[src/verilog/ervp_timer_pkg.sv]
package ervp_timer_pkg;

	// ************************************************************************
	// Widths
	// ************************************************************************

	// APB data bus and microsecond counter share one width
	localparam int BW_DATA = 32;

	// Command field carried from the register block to the core
	localparam int BW_CMD = 5;

	// ************************************************************************
	// Register map, byte offsets on the APB bus
	// ************************************************************************

	// Periodic interval in microseconds, read/write
	localparam int ADDR_PERIOD = 0;

	// Delay length in microseconds, read/write
	localparam int ADDR_DELAY = 4;

	// Command word, write only
	localparam int ADDR_CMD = 8;

	// Channel and interrupt state, read only
	localparam int ADDR_STATUS = 12;

	// Any write drops timer_interrupt
	localparam int ADDR_IRQ_CLEAR = 16;

	// Current microsecond count, read only
	localparam int ADDR_NOW = 20;

	// ************************************************************************
	// CMD bit positions
	// ************************************************************************

	// Periodic channel takes new enable and repeat values
	localparam int CMD_PER_SET = 0;
	localparam int CMD_PER_EN = 1;
	localparam int CMD_PER_REPEAT = 2;

	// Delay channel takes a new enable value
	localparam int CMD_DLY_SET = 3;
	localparam int CMD_DLY_EN = 4;

	// ************************************************************************
	// STATUS bit positions
	// ************************************************************************

	localparam int ST_PER_ACTIVE = 0;
	localparam int ST_DLY_ACTIVE = 1;
	localparam int ST_IRQ = 2;

endpackage
[src/verilog/ervp_timer_subsys.sv]
module ervp_timer_subsys
	import ervp_timer_pkg::*;
#(
	parameter int BW_ADDR = 8,
	parameter int CLK_PER_US = 50
)
(
	input  logic clk,
	input  logic rstnn,

	input  logic psel,
	input  logic penable,
	input  logic [BW_ADDR-1:0] paddr,
	input  logic pwrite,
	input  logic [BW_DATA-1:0] pwdata,
	output logic [BW_DATA-1:0] prdata,
	output logic pready,
	output logic pslverr,

	output logic timer_interrupt,
	output logic delay_notice
);

	logic tick_us;

	logic [BW_DATA-1:0] period_val;
	logic [BW_DATA-1:0] delay_val;
	logic cmd_wr;
	logic [BW_CMD-1:0] cmd_bits;
	logic irq_clr;

	logic per_active;
	logic dly_active;
	logic irq;
	logic [BW_DATA-1:0] now_val;

	// Free-running microsecond tick
	us_tick_gen #(
		.CLK_PER_US(CLK_PER_US)
	) u_tick_gen (
		.clk(clk),
		.rstnn(rstnn),
		.tick_us(tick_us)
	);

	timer_apb_regs #(
		.BW_ADDR(BW_ADDR)
	) u_regs (
		.clk(clk),
		.rstnn(rstnn),
		.psel(psel),
		.penable(penable),
		.paddr(paddr),
		.pwrite(pwrite),
		.pwdata(pwdata),
		.prdata(prdata),
		.pready(pready),
		.pslverr(pslverr),
		.period_val(period_val),
		.delay_val(delay_val),
		.cmd_wr(cmd_wr),
		.cmd_bits(cmd_bits),
		.irq_clr(irq_clr),
		.per_active(per_active),
		.dly_active(dly_active),
		.irq(irq),
		.now_val(now_val)
	);

	// Counter and both compare channels
	timer_core u_core (
		.clk(clk),
		.rstnn(rstnn),
		.tick_us(tick_us),
		.period_val(period_val),
		.delay_val(delay_val),
		.cmd_wr(cmd_wr),
		.cmd_bits(cmd_bits),
		.irq_clr(irq_clr),
		.per_active(per_active),
		.dly_active(dly_active),
		.irq(irq),
		.now_val(now_val),
		.timer_interrupt(timer_interrupt),
		.delay_notice(delay_notice)
	);

endmodule

[src/verilog/timer_core.sv]
module timer_core
	import ervp_timer_pkg::*;
(
	input  logic clk,
	input  logic rstnn,
	input  logic tick_us,

	input  logic [BW_DATA-1:0] period_val,
	input  logic [BW_DATA-1:0] delay_val,
	input  logic cmd_wr,
	input  logic [BW_CMD-1:0] cmd_bits,
	input  logic irq_clr,

	output logic per_active,
	output logic dly_active,
	output logic irq,
	output logic [BW_DATA-1:0] now_val,

	output logic timer_interrupt,
	output logic delay_notice
);

	logic per_set;
	logic dly_set;
	logic per_repeat;
	logic per_match;
	logic dly_match;

	logic [BW_DATA-1:0] per_target;
	logic [BW_DATA-1:0] dly_target;

	assign per_set = cmd_wr & cmd_bits[CMD_PER_SET];
	assign dly_set = cmd_wr & cmd_bits[CMD_DLY_SET];

	// ************************************************************************
	// Microsecond counter
	// ************************************************************************

	// Runs only while some channel needs it, wraps at full width
	always_ff @(posedge clk or negedge rstnn)
	begin
		if (!rstnn)
			now_val <= '0;
		else if (tick_us && (per_active || dly_active))
			now_val <= now_val + BW_DATA'(1);
	end

	// ************************************************************************
	// Periodic channel
	// ************************************************************************

	assign per_match = per_active & (now_val == per_target);

	always_ff @(posedge clk or negedge rstnn)
	begin
		if (!rstnn)
		begin
			per_active <= 1'b0;
			per_repeat <= 1'b0;
		end
		else if (per_set)
		begin
			per_active <= cmd_bits[CMD_PER_EN];
			per_repeat <= cmd_bits[CMD_PER_REPEAT];
		end
		else if (per_match && !per_repeat)
			per_active <= 1'b0;
	end

	// Reload from the match value itself, so repeat spacing stays exact
	always_ff @(posedge clk)
	begin
		if (per_set || per_match)
			per_target <= now_val + period_val;
	end

	// A fresh match wins over a clear in the same cycle
	always_ff @(posedge clk or negedge rstnn)
	begin
		if (!rstnn)
			timer_interrupt <= 1'b0;
		else if (per_match)
			timer_interrupt <= 1'b1;
		else if (irq_clr)
			timer_interrupt <= 1'b0;
	end

	assign irq = timer_interrupt;

	// ************************************************************************
	// Delay channel
	// ************************************************************************

	assign dly_match = dly_active & (now_val == dly_target);

	always_ff @(posedge clk or negedge rstnn)
	begin
		if (!rstnn)
			dly_active <= 1'b0;
		else if (dly_set)
			dly_active <= cmd_bits[CMD_DLY_EN];
		else if (dly_match)
			dly_active <= 1'b0;
	end

	always_ff @(posedge clk)
	begin
		if (dly_set)
			dly_target <= now_val + delay_val;
	end

	// Single-cycle pulse; any command write cancels it
	always_ff @(posedge clk or negedge rstnn)
	begin
		if (!rstnn)
			delay_notice <= 1'b0;
		else if (cmd_wr)
			delay_notice <= 1'b0;
		else if (delay_notice)
			delay_notice <= 1'b0;
		else if (dly_match)
			delay_notice <= 1'b1;
	end

endmodule

[src/verilog/timer_apb_regs.sv]
module timer_apb_regs
	import ervp_timer_pkg::*;
#(
	parameter int BW_ADDR = 8
)
(
	input  logic clk,
	input  logic rstnn,

	input  logic psel,
	input  logic penable,
	input  logic [BW_ADDR-1:0] paddr,
	input  logic pwrite,
	input  logic [BW_DATA-1:0] pwdata,
	output logic [BW_DATA-1:0] prdata,
	output logic pready,
	output logic pslverr,

	output logic [BW_DATA-1:0] period_val,
	output logic [BW_DATA-1:0] delay_val,
	output logic cmd_wr,
	output logic [BW_CMD-1:0] cmd_bits,
	output logic irq_clr,

	input  logic per_active,
	input  logic dly_active,
	input  logic irq,
	input  logic [BW_DATA-1:0] now_val
);

	logic access;
	logic wr_access;
	logic rd_access;

	logic sel_period;
	logic sel_delay;
	logic sel_cmd;
	logic sel_status;
	logic sel_irq_clear;
	logic sel_now;

	logic mapped;
	logic read_only;

	logic [BW_DATA-1:0] status_word;

	// ************************************************************************
	// Access phase decode
	// ************************************************************************

	assign access = psel & penable;
	assign wr_access = access & pwrite;
	assign rd_access = access & ~pwrite;

	assign sel_period = (paddr == BW_ADDR'(ADDR_PERIOD));
	assign sel_delay = (paddr == BW_ADDR'(ADDR_DELAY));
	assign sel_cmd = (paddr == BW_ADDR'(ADDR_CMD));
	assign sel_status = (paddr == BW_ADDR'(ADDR_STATUS));
	assign sel_irq_clear = (paddr == BW_ADDR'(ADDR_IRQ_CLEAR));
	assign sel_now = (paddr == BW_ADDR'(ADDR_NOW));

	assign mapped = sel_period | sel_delay | sel_cmd | sel_status | sel_irq_clear | sel_now;
	assign read_only = sel_status | sel_now;

	// Zero wait states, every access completes here
	assign pready = access;
	assign pslverr = access & (~mapped | (pwrite & read_only));

	// ************************************************************************
	// Interval registers
	// ************************************************************************

	always_ff @(posedge clk or negedge rstnn)
	begin
		if (!rstnn)
			period_val <= '0;
		else if (wr_access && sel_period)
			period_val <= pwdata;
	end

	always_ff @(posedge clk or negedge rstnn)
	begin
		if (!rstnn)
			delay_val <= '0;
		else if (wr_access && sel_delay)
			delay_val <= pwdata;
	end

	// Command strobes, valid only in the access cycle
	assign cmd_wr = wr_access & sel_cmd;
	assign cmd_bits = pwdata[BW_CMD-1:0];
	assign irq_clr = wr_access & sel_irq_clear;

	// ************************************************************************
	// Read path
	// ************************************************************************

	always_comb
	begin
		status_word = '0;
		status_word[ST_PER_ACTIVE] = per_active;
		status_word[ST_DLY_ACTIVE] = dly_active;
		status_word[ST_IRQ] = irq;
	end

	// Write-only offsets read as zero
	always_comb
	begin
		prdata = '0;
		if (rd_access)
		begin
			if (sel_period)
				prdata = period_val;
			else if (sel_delay)
				prdata = delay_val;
			else if (sel_status)
				prdata = status_word;
			else if (sel_now)
				prdata = now_val;
		end
	end

endmodule

[src/verilog/us_tick_gen.sv]
module us_tick_gen
#(
	parameter int CLK_PER_US = 50
)
(
	input  logic clk,
	input  logic rstnn,
	output logic tick_us
);

	// One extra bit keeps the width nonzero when CLK_PER_US is 1
	localparam int BW_CNT = $clog2(CLK_PER_US + 1);
	localparam logic [BW_CNT-1:0] CNT_LOAD = BW_CNT'(CLK_PER_US - 1);

	logic [BW_CNT-1:0] cnt;

	// Down-counter, reloads after reaching zero
	always_ff @(posedge clk or negedge rstnn)
	begin
		if (!rstnn)
			cnt <= CNT_LOAD;
		else if (cnt == '0)
			cnt <= CNT_LOAD;
		else
			cnt <= cnt - 1'b1;
	end

	// High for exactly one cycle out of every CLK_PER_US
	assign tick_us = (cnt == '0);

endmodule

[config.mk]
export PLATFORM = sky130hd
export DESIGN_NAME = ervp_timer_subsys
export DESIGN_NICKNAME = d
export VERILOG_FILES = /design/src/verilog/ervp_timer_pkg.sv /design/src/verilog/ervp_timer_subsys.sv /design/src/verilog/timer_core.sv /design/src/verilog/timer_apb_regs.sv /design/src/verilog/us_tick_gen.sv
export SDC_FILE = /design/constraint.sdc
export NUM_CORES = 1
export LEC_CHECK = 0
export ABC_CLOCK_PERIOD_IN_PS = 5300
export BUFFER_PORTS_ARGS = -buffer_cell sky130_fd_sc_hd__buf_4
export CAP_MARGIN = 20
export CORE_ASPECT_RATIO = 0.6
export CORE_MARGIN = 4
export CORE_UTILIZATION = 60
export DETAILED_ROUTE_END_ITERATION = 6
export HOLD_SLACK_MARGIN = 0.02
export PLACE_DENSITY = 0.79
export RECOVER_POWER = 100
export REMOVE_ABC_BUFFERS = 1
export SLEW_MARGIN = 20
export SYNTH_ARGS = -nofsm -noshare
export SYNTH_HDL_FRONTEND = slang
export SYNTH_SLANG_ARGS = --single-unit
[constraint.sdc]
create_clock -name clk -period 5.3 [get_ports clk]
set_input_delay 0.265 -clock clk [delete_from_list [all_inputs] [get_ports clk]]
set_output_delay 0.265 -clock clk [all_outputs]
set_load 0.03 [all_outputs]
==> results of run 1 <==
[cells by family (layout without fill, tap and decap cells)]
kind of cell,after synthesis,in the layout,share of synthesized area
AO/OA/AOI/OAI,249,249,0.154
flip-flops,171,171,0.416
AND/OR/NAND/NOR,299,299,0.132
buffers and inverters,88,146,0.0309
multiplexers,67,67,0.0682
XOR/XNOR,153,153,0.121
adder cells (fa/ha/maj),67,67,0.0771
[critical path: stages, from the launching register on]
cell	delay, ns
dfrtp_1	0.53
xnor2_1	0.38
nand4_1	0.15
nor4_1	0.40
nand4_1	0.15
or4_1	0.65
nand2_1	0.13
clkbuf_1	1.38
[report_power, final]
part / internal [mW] / leakage (nW) / switching, mW
Combinational: 0.0422 / 3.06 / 0.0584
Sequential: 1.37 / 2.05 / 0.0113
Clock: 0.671 / 0.289 / 0.595
[cells in the mapped netlist, types with 6 or more instances]
cell | instances | area share
and2_1 | 8 | 0.0045
a21o_1 | 32 | 0.022
inv_1 | 23 | 0.0078
nor4_1 | 6 | 0.0034
nor3_1 | 10 | 0.0045
mux2_2 | 67 | 0.068
dfrtp_1 | 104 | 0.24
a211oi_1 | 6 | 0.0041
xnor2_1 | 112 | 0.089
ha_1 | 65 | 0.074
nand4_1 | 28 | 0.016
nand2_1 | 75 | 0.025
a21oi_1 | 67 | 0.030
nand3_1 | 24 | 0.011
edfxtp_1 | 64 | 0.17
nor2_1 | 94 | 0.032
o21ai_0 | 40 | 0.018
and3_1 | 13 | 0.0074
o21bai_1 | 7 | 0.0048
o31ai_1 | 7 | 0.0048
o21a_1 | 11 | 0.0075
clkbuf_1 | 57 | 0.019
a31oi_1 | 7 | 0.0040
xor2_1 | 41 | 0.032
o211ai_1 | 7 | 0.0048
nor2b_1 | 8 | 0.0045
a222oi_1 | 32 | 0.029
[metal layers]
| layer | share of wire | global-route usage |
|---|---|---|
| met5 | 0 | 0 |
| met4 | 0.018 | 0.0809 |
| met3 | 0.14 | 0.0973 |
| met2 | 0.40 | 0.422 |
| met1 | 0.44 | 0.517 |
[through the flow]
step                power (mW)  area, um2  setup WS, ns  utilization
floorplan                 1.44      10800         0.867            -
global placement          1.51      11800          2.19        0.653
detailed placement        1.51      11800          2.04        0.653
CTS                       2.76      12400          2.02        0.686
global route              2.82      12200         0.970        0.676
finish                    2.75      12200          1.10        0.676
[area by class of cell]
class	count	area (um2)	share of cell area
inverter	23	86.3	0.00707
tap	240	300	0.0246
sequential	171	4600	0.377
clock buffer	18	429	0.0352
multi-input combinational	835	6100	0.499
clock inverter	14	156	0.0128
timing repair buffer	91	536	0.0439
[worst min path at each step]
stage | start | end | slack (ns) | cells past startpoint
floorplan | rstnn | u_core.delay_notice | -0.03 | 0
finish | pwdata[22] | u_regs.delay_val[22] | 0.06 | 2
detailed placement | rstnn | u_regs.period_val[30] | 0.35 | 1
global route | pwdata[30] | u_regs.period_val[30] | 0.05 | 2
global placement | rstnn | u_regs.delay_val[30] | 0.35 | 1
CTS | pwdata[22] | u_regs.delay_val[22] | 0.05 | 2
[sequential cells by signal (all words and copies together) (netlist names)]
name and flops:
u_core.delay_notice 1, u_core.dly_active 1, u_core.dly_target 32, u_core.irq 1, u_core.now_val 32, u_core.per_active 1, u_core.per_repeat 1, u_core.per_target 32
u_regs.delay_val 32, u_regs.period_val 32, u_tick_gen.cnt 6
[repair_timing]
item | in CTS | in global routing
hold buffers | 1 | 0
endpoints found under the hold margin | 52 | 0
setup endpoints to repair | 0 | 0
==> impl_results.md, run 1 <==
* Reg2Reg Capture Point: u_core.per_target[17]
* Setup crit start kind: register
* Post-synth ARST share at 0.626
* PortBufs at 80
* Req. time, crit path at ~5.3 ns
* Root buffer cell: clkbuf_16
* Cell Count, Final, Fillers Out at about 1400
* Cell Area, Synth at 11100 um2
* Number of synthesized flops with an enable pin at between 60 and 70
* 1st-iter DRT viols at between 1500 and 2000
* CTS Buffer Depth at 2
* Max_cap viols at 6
* Routed vias/inst at 6.66
* Mean Syn Cell Area at 10.1 um2
* Power Density at 225 nW/um2
* Layout Skew at 0.0126 ns
* Synth unique cells at 66
* Crit Reg-Reg Startpoint: u_core.now_val[0]
* Die height at around 110 um
* Largest net degree at the start of global routing at 56
* Most frequent cells in the layout: 112 x xnor2_1, 104 x dfrtp_1, 94 x nor2_1
* CP Class: register to register
* Failing checks: max-capacitance violations, max-slew violations
* DRT Pass-1 Iters at 6
* Syn Inst Count at 1094
* Status: finished, violations left
* Worst-skew pair later-pin latency at roughly 0.44 ns
* Hold WS at 0.0621 ns
* Std-Cell Rows at 38
* Num CTS Buffers at 17
* Nets@finish at about 1300
* Synth Warn # at 0
* Post-Place Cells at 1359
* Antenna violations before repair at 0
* Primary FF master, synth: dfrtp_1
* Critical path peak fanout at 31
* Die area at 20700 um2
* Post-CTS resize count at 0
* Post-CTS setup buffers at 0
* Crit path DAT at 4.22 ns
* Worst slew pin tran at 2.88 ns
* Max-slew violations at 212
* Final WL at 33200 um
* Commonest non-fill, non-tap cell in the layout: xnor2_1
* CP Capture Type: register
* Total number of vias at 9272
* GRT Total Usage at 0.323
* Final hold violations at 0
* Htree depth at 4
* Clock Sinks at 171
* Min cycle time layout at 4.20 ns
* Detail Placement HPWL at 25100 um
* Leakage power at 5.40 nW
* Seq/Total Area, Yosys at 0.416
* Maximum clock frequency at approximately 0.24 GHz
* Clk slew on worst S/H paths at 0.08 ns
* Fin crit share at 0.793
* Worst hold path class: primary input to register
* GPL Wtd Cong at 0.987
* Share of post-route cells with drive strength above 1 at 0.134
* Final setup TNS at 0 ns
* Crit path to: u_core.per_target[17]
* FF-to-FF setup slack at 1.10 ns
* First element of the critical path: u_core.now_val[0]
* Die X at 183 um
* Vias in the first global route at 8717
* Reg2reg path depth at 7
* DRC at 0
* # setup viols final at 0
* Total grt overflow at 0
* Post-route ant nets at 0
* Synth Register Bits at between 150 and 200
* Initial Utilization at 0.612
* IO Pins at 81
* Unrepaired setup endpoints after global routing: false
* Fillers at 1460
* P&R area growth vs syn at 10.4%
* TritonCTS clock tree: done
* Max_slew headroom at -0.920
* First-pass GRT wire length at 51600 um
* Per-cell routed wire length at 23.8 um
* N_diodes at 0
* Core ar. at 18100 um2
* Max IR drop VDD at 0.000222 V
Note: power is estimated with default switching activity, not from simulation.
==> inputs of run 2 (changes only) <==
- ABC_CLOCK_PERIOD_IN_PS: 5300 -> 4000
- clock period: 5.3 -> 4 ns (I/O delays scaled with it)
==> run 2 against run 1 <==
  * The run ends with design-rule violations, max-capacitance violations, max-slew violations left
  * Utilization increased by 2.5 points
  * Design area increased by 3.7%
  * Global-route usage increased by 1.6 points
  * Critical path type unchanged
  * Largest cell class unchanged
  * Largest power group unchanged
==> impl_results.md, run 2 (same netlist as run 1, synthesis figures left out) <==
* Status: finished, violations left
* Failing checks: design-rule violations, max-capacitance violations, max-slew violations
* Clk slew on worst S/H paths at 0.07 ns (about the same)
* FF-to-FF setup slack at 0.66 ns (-0.44 ns)
* Met2 routed WL at 13900 um (+4.6%)
* Max-slew violations at 216 (+1.9%)
* Detail Placement HPWL at 25400 um (+1.3%)
* Reg2Reg Capture Point: u_core.per_target[26]
* GPL Wtd Cong at 0.971 (-1.6%)
* Post-CTS resize count at 0 (unchanged)
* Worst hold path class: primary input to register
* Worst Hold Endpoint: u_core.per_repeat
* Final WL at 34500 um (+3.9%)
* Crit Reg-Reg Startpoint: u_core.now_val[0]
* Leakage power at 5.62 nW (+4.1%)
* Clock Sinks at 171 (unchanged)
* Most frequent cells in the layout: 112 x xnor2_1, 104 x dfrtp_1, 94 x nor2_1
* Layout Skew at 0.0101 ns (-0.00249 ns)
* N_diodes at 0 (unchanged)
* Routed vias/inst at 6.68 (+0.23%)
* Critical path peak fanout at 9 (-71%)
* TritonCTS clock tree: done
* P&R area growth vs syn at 14.5%
* Highest Signal Layer: met5
* Share of post-route cells with drive strength above 1 at 0.136 (+0.00272)
* Antenna violations before repair at 1 (+1)
* Worst-skew pair later-pin latency at 0.44 ns (about the same)
* # setup viols final at 0 (unchanged)
* DRC at 3 (+3)
* Std-Cell Rows at 38 (unchanged)
* Worst slew pin tran at 2.23 ns (-0.651 ns)
* Initial Utilization at 0.612 (unchanged)
* Die X at 183 um (unchanged)
* Tot Pwr at 3.84 mW (+40%)
* GRT Total Usage at 0.339 (+0.0160)
* First-pass GRT wire length at 53800 um (+4.2%)
* CP Class: register to register
* Post-route ant nets at 0 (unchanged)
* First element of the critical path: u_core.now_val[0]
* Hold WS at 0.0499 ns (-0.0123 ns)
* Htree depth at 4 (unchanged)
* Root buffer cell: clkbuf_16
* IO Pins at 81 (unchanged)
* Worst Slack Setup Final at 0.657 ns (-0.440 ns)
* Num CTS Buffers at 17 (unchanged)
* Total grt overflow at 0 (unchanged)
* Max IR drop VDD at 0.000343 V (+54%)
* Die height at 113 um (unchanged)
* Maximum clock frequency at 0.299 GHz (+26%)
* Commonest non-fill, non-tap cell in the layout: xnor2_1
* Final hold violations at 0 (unchanged)
* Metal1 wirelength at 14800 um (+0.25%)
* CTS Buffer Depth at 2 (unchanged)
* Core ar. at 18100 um2 (unchanged)
* Setup crit start kind: register
* Nets@finish at 1294 (+3.4%)
* Per-cell routed wire length at 24.0 um (+0.83%)
* Vias in the first global route at 9074 (+4.1%)
* Req. time, crit path at 4.18 ns (-1.14 ns)
* Max_slew headroom at -0.486 (+0.434)
* Fin crit share at 0.836 (+0.0427)
* Crit path DAT at 3.53 ns (-0.69 ns)
* Die area at 20700 um2 (unchanged)
* Dpl ws at 0.799 ns (-1.24 ns)
* 1st-iter DRT viols at 1580 (-1.3%)
* Fin util at 0.701 (+0.0252)
* PortBufs at 80 (unchanged)
* Total number of vias at 9580 (+3.3%)
* Max_cap viols at 5 (-1)
* Unrepaired setup endpoints after global routing: false
* Hold Path Origin: pwdata[2]
* DRT Pass-1 Iters at 7 (+1)
* Largest net degree at the start of global routing at 85 (+52%)
* WL met3 at 5200 um (+15%)
* Power Density at 303 nW/um2 (+35%)
* Reg2reg path depth at 9 (+2)
* Hold depth at 2 (unchanged)
* Min cycle time layout at 3.34 ns (-0.860 ns)
* CP Capture Type: register
-- run 2: cell count changes in the layout (fill, tap and decap cells not counted), sizes merged --
cell | previous run | this run
clkinv | 6 | 2
clkinvlp | 0 | 1
buf | 49 | 59
bufinv | 1 | 4
inv | 30 | 27
clkbuf | 59 | 64
dlygate4sd3 | 1 | 32
-- run 2: how the worst max path moves through the flow --
stage                                        to  slack, ns  depth (start not counted)
after global routing      u_regs.period_val[10]       0.41                          3
after CTS                 u_core.dly_target[24]       0.78                         10
after detailed placement  u_core.dly_target[24]       0.80                         10
after floorplan             u_regs.delay_val[0]      -0.37                          5
after global placement    u_core.per_target[26]       0.92                          9
final                     u_core.per_target[26]       0.66                          9
-- run 2: area by class of cell --
type                    count  area [um2]
multi-input cells         835        6100
inverters                  23        86.3
clock buffers              21         462
well taps                 240         300
fillers                  1357        5400
repair buffers            134         935
flip-flops and latches    171        4600
clock inverters            11         180
-- run 2: critical path, cell delays in order, from the launching register on --
cell and delay (ns):
dfrtp_1 0.52, ha_1 0.30, fa_1 0.41, a21o_1 0.21, a221oi_1 0.50, o22ai_1 0.31, o21a_1 0.28, a21oi_1 0.23
o21ai_0 0.16, xor2_1 0.17
-- run 2: routing by layer --
layer	up-vias	GRT usage
li1	4199	-
met2	659	0.451
met3	60	0.119
met5	-	0
met4	2	0.0729
met1	4660	0.529
-- run 2: report_power, final --
group	switching, mW	leakage (nW)	total (mW)	internal, mW
Sequential	0.0149	2.05	1.84	1.82
Combinational	0.0845	3.26	0.160	0.0752
Clock	0.750	0.308	1.84	1.10
Total	0.849	5.62	3.84	2.99
-- run 2: through the flow --
stage                     TNS, ns  instance area [um2]  std cells
after CTS                       0                12800       1435
after global routing            0                12700       1435
after detailed placement        0                11900       1371
after global placement          0                11900       1371
final                           0                12700       1435
after floorplan            -21.79                10800       1029
-- run 2: what timing repair did --
action                    in CTS  in global routing
hold endpoints to repair     139                  0
hold buffers                  32                  0
setup buffers                  0                  0
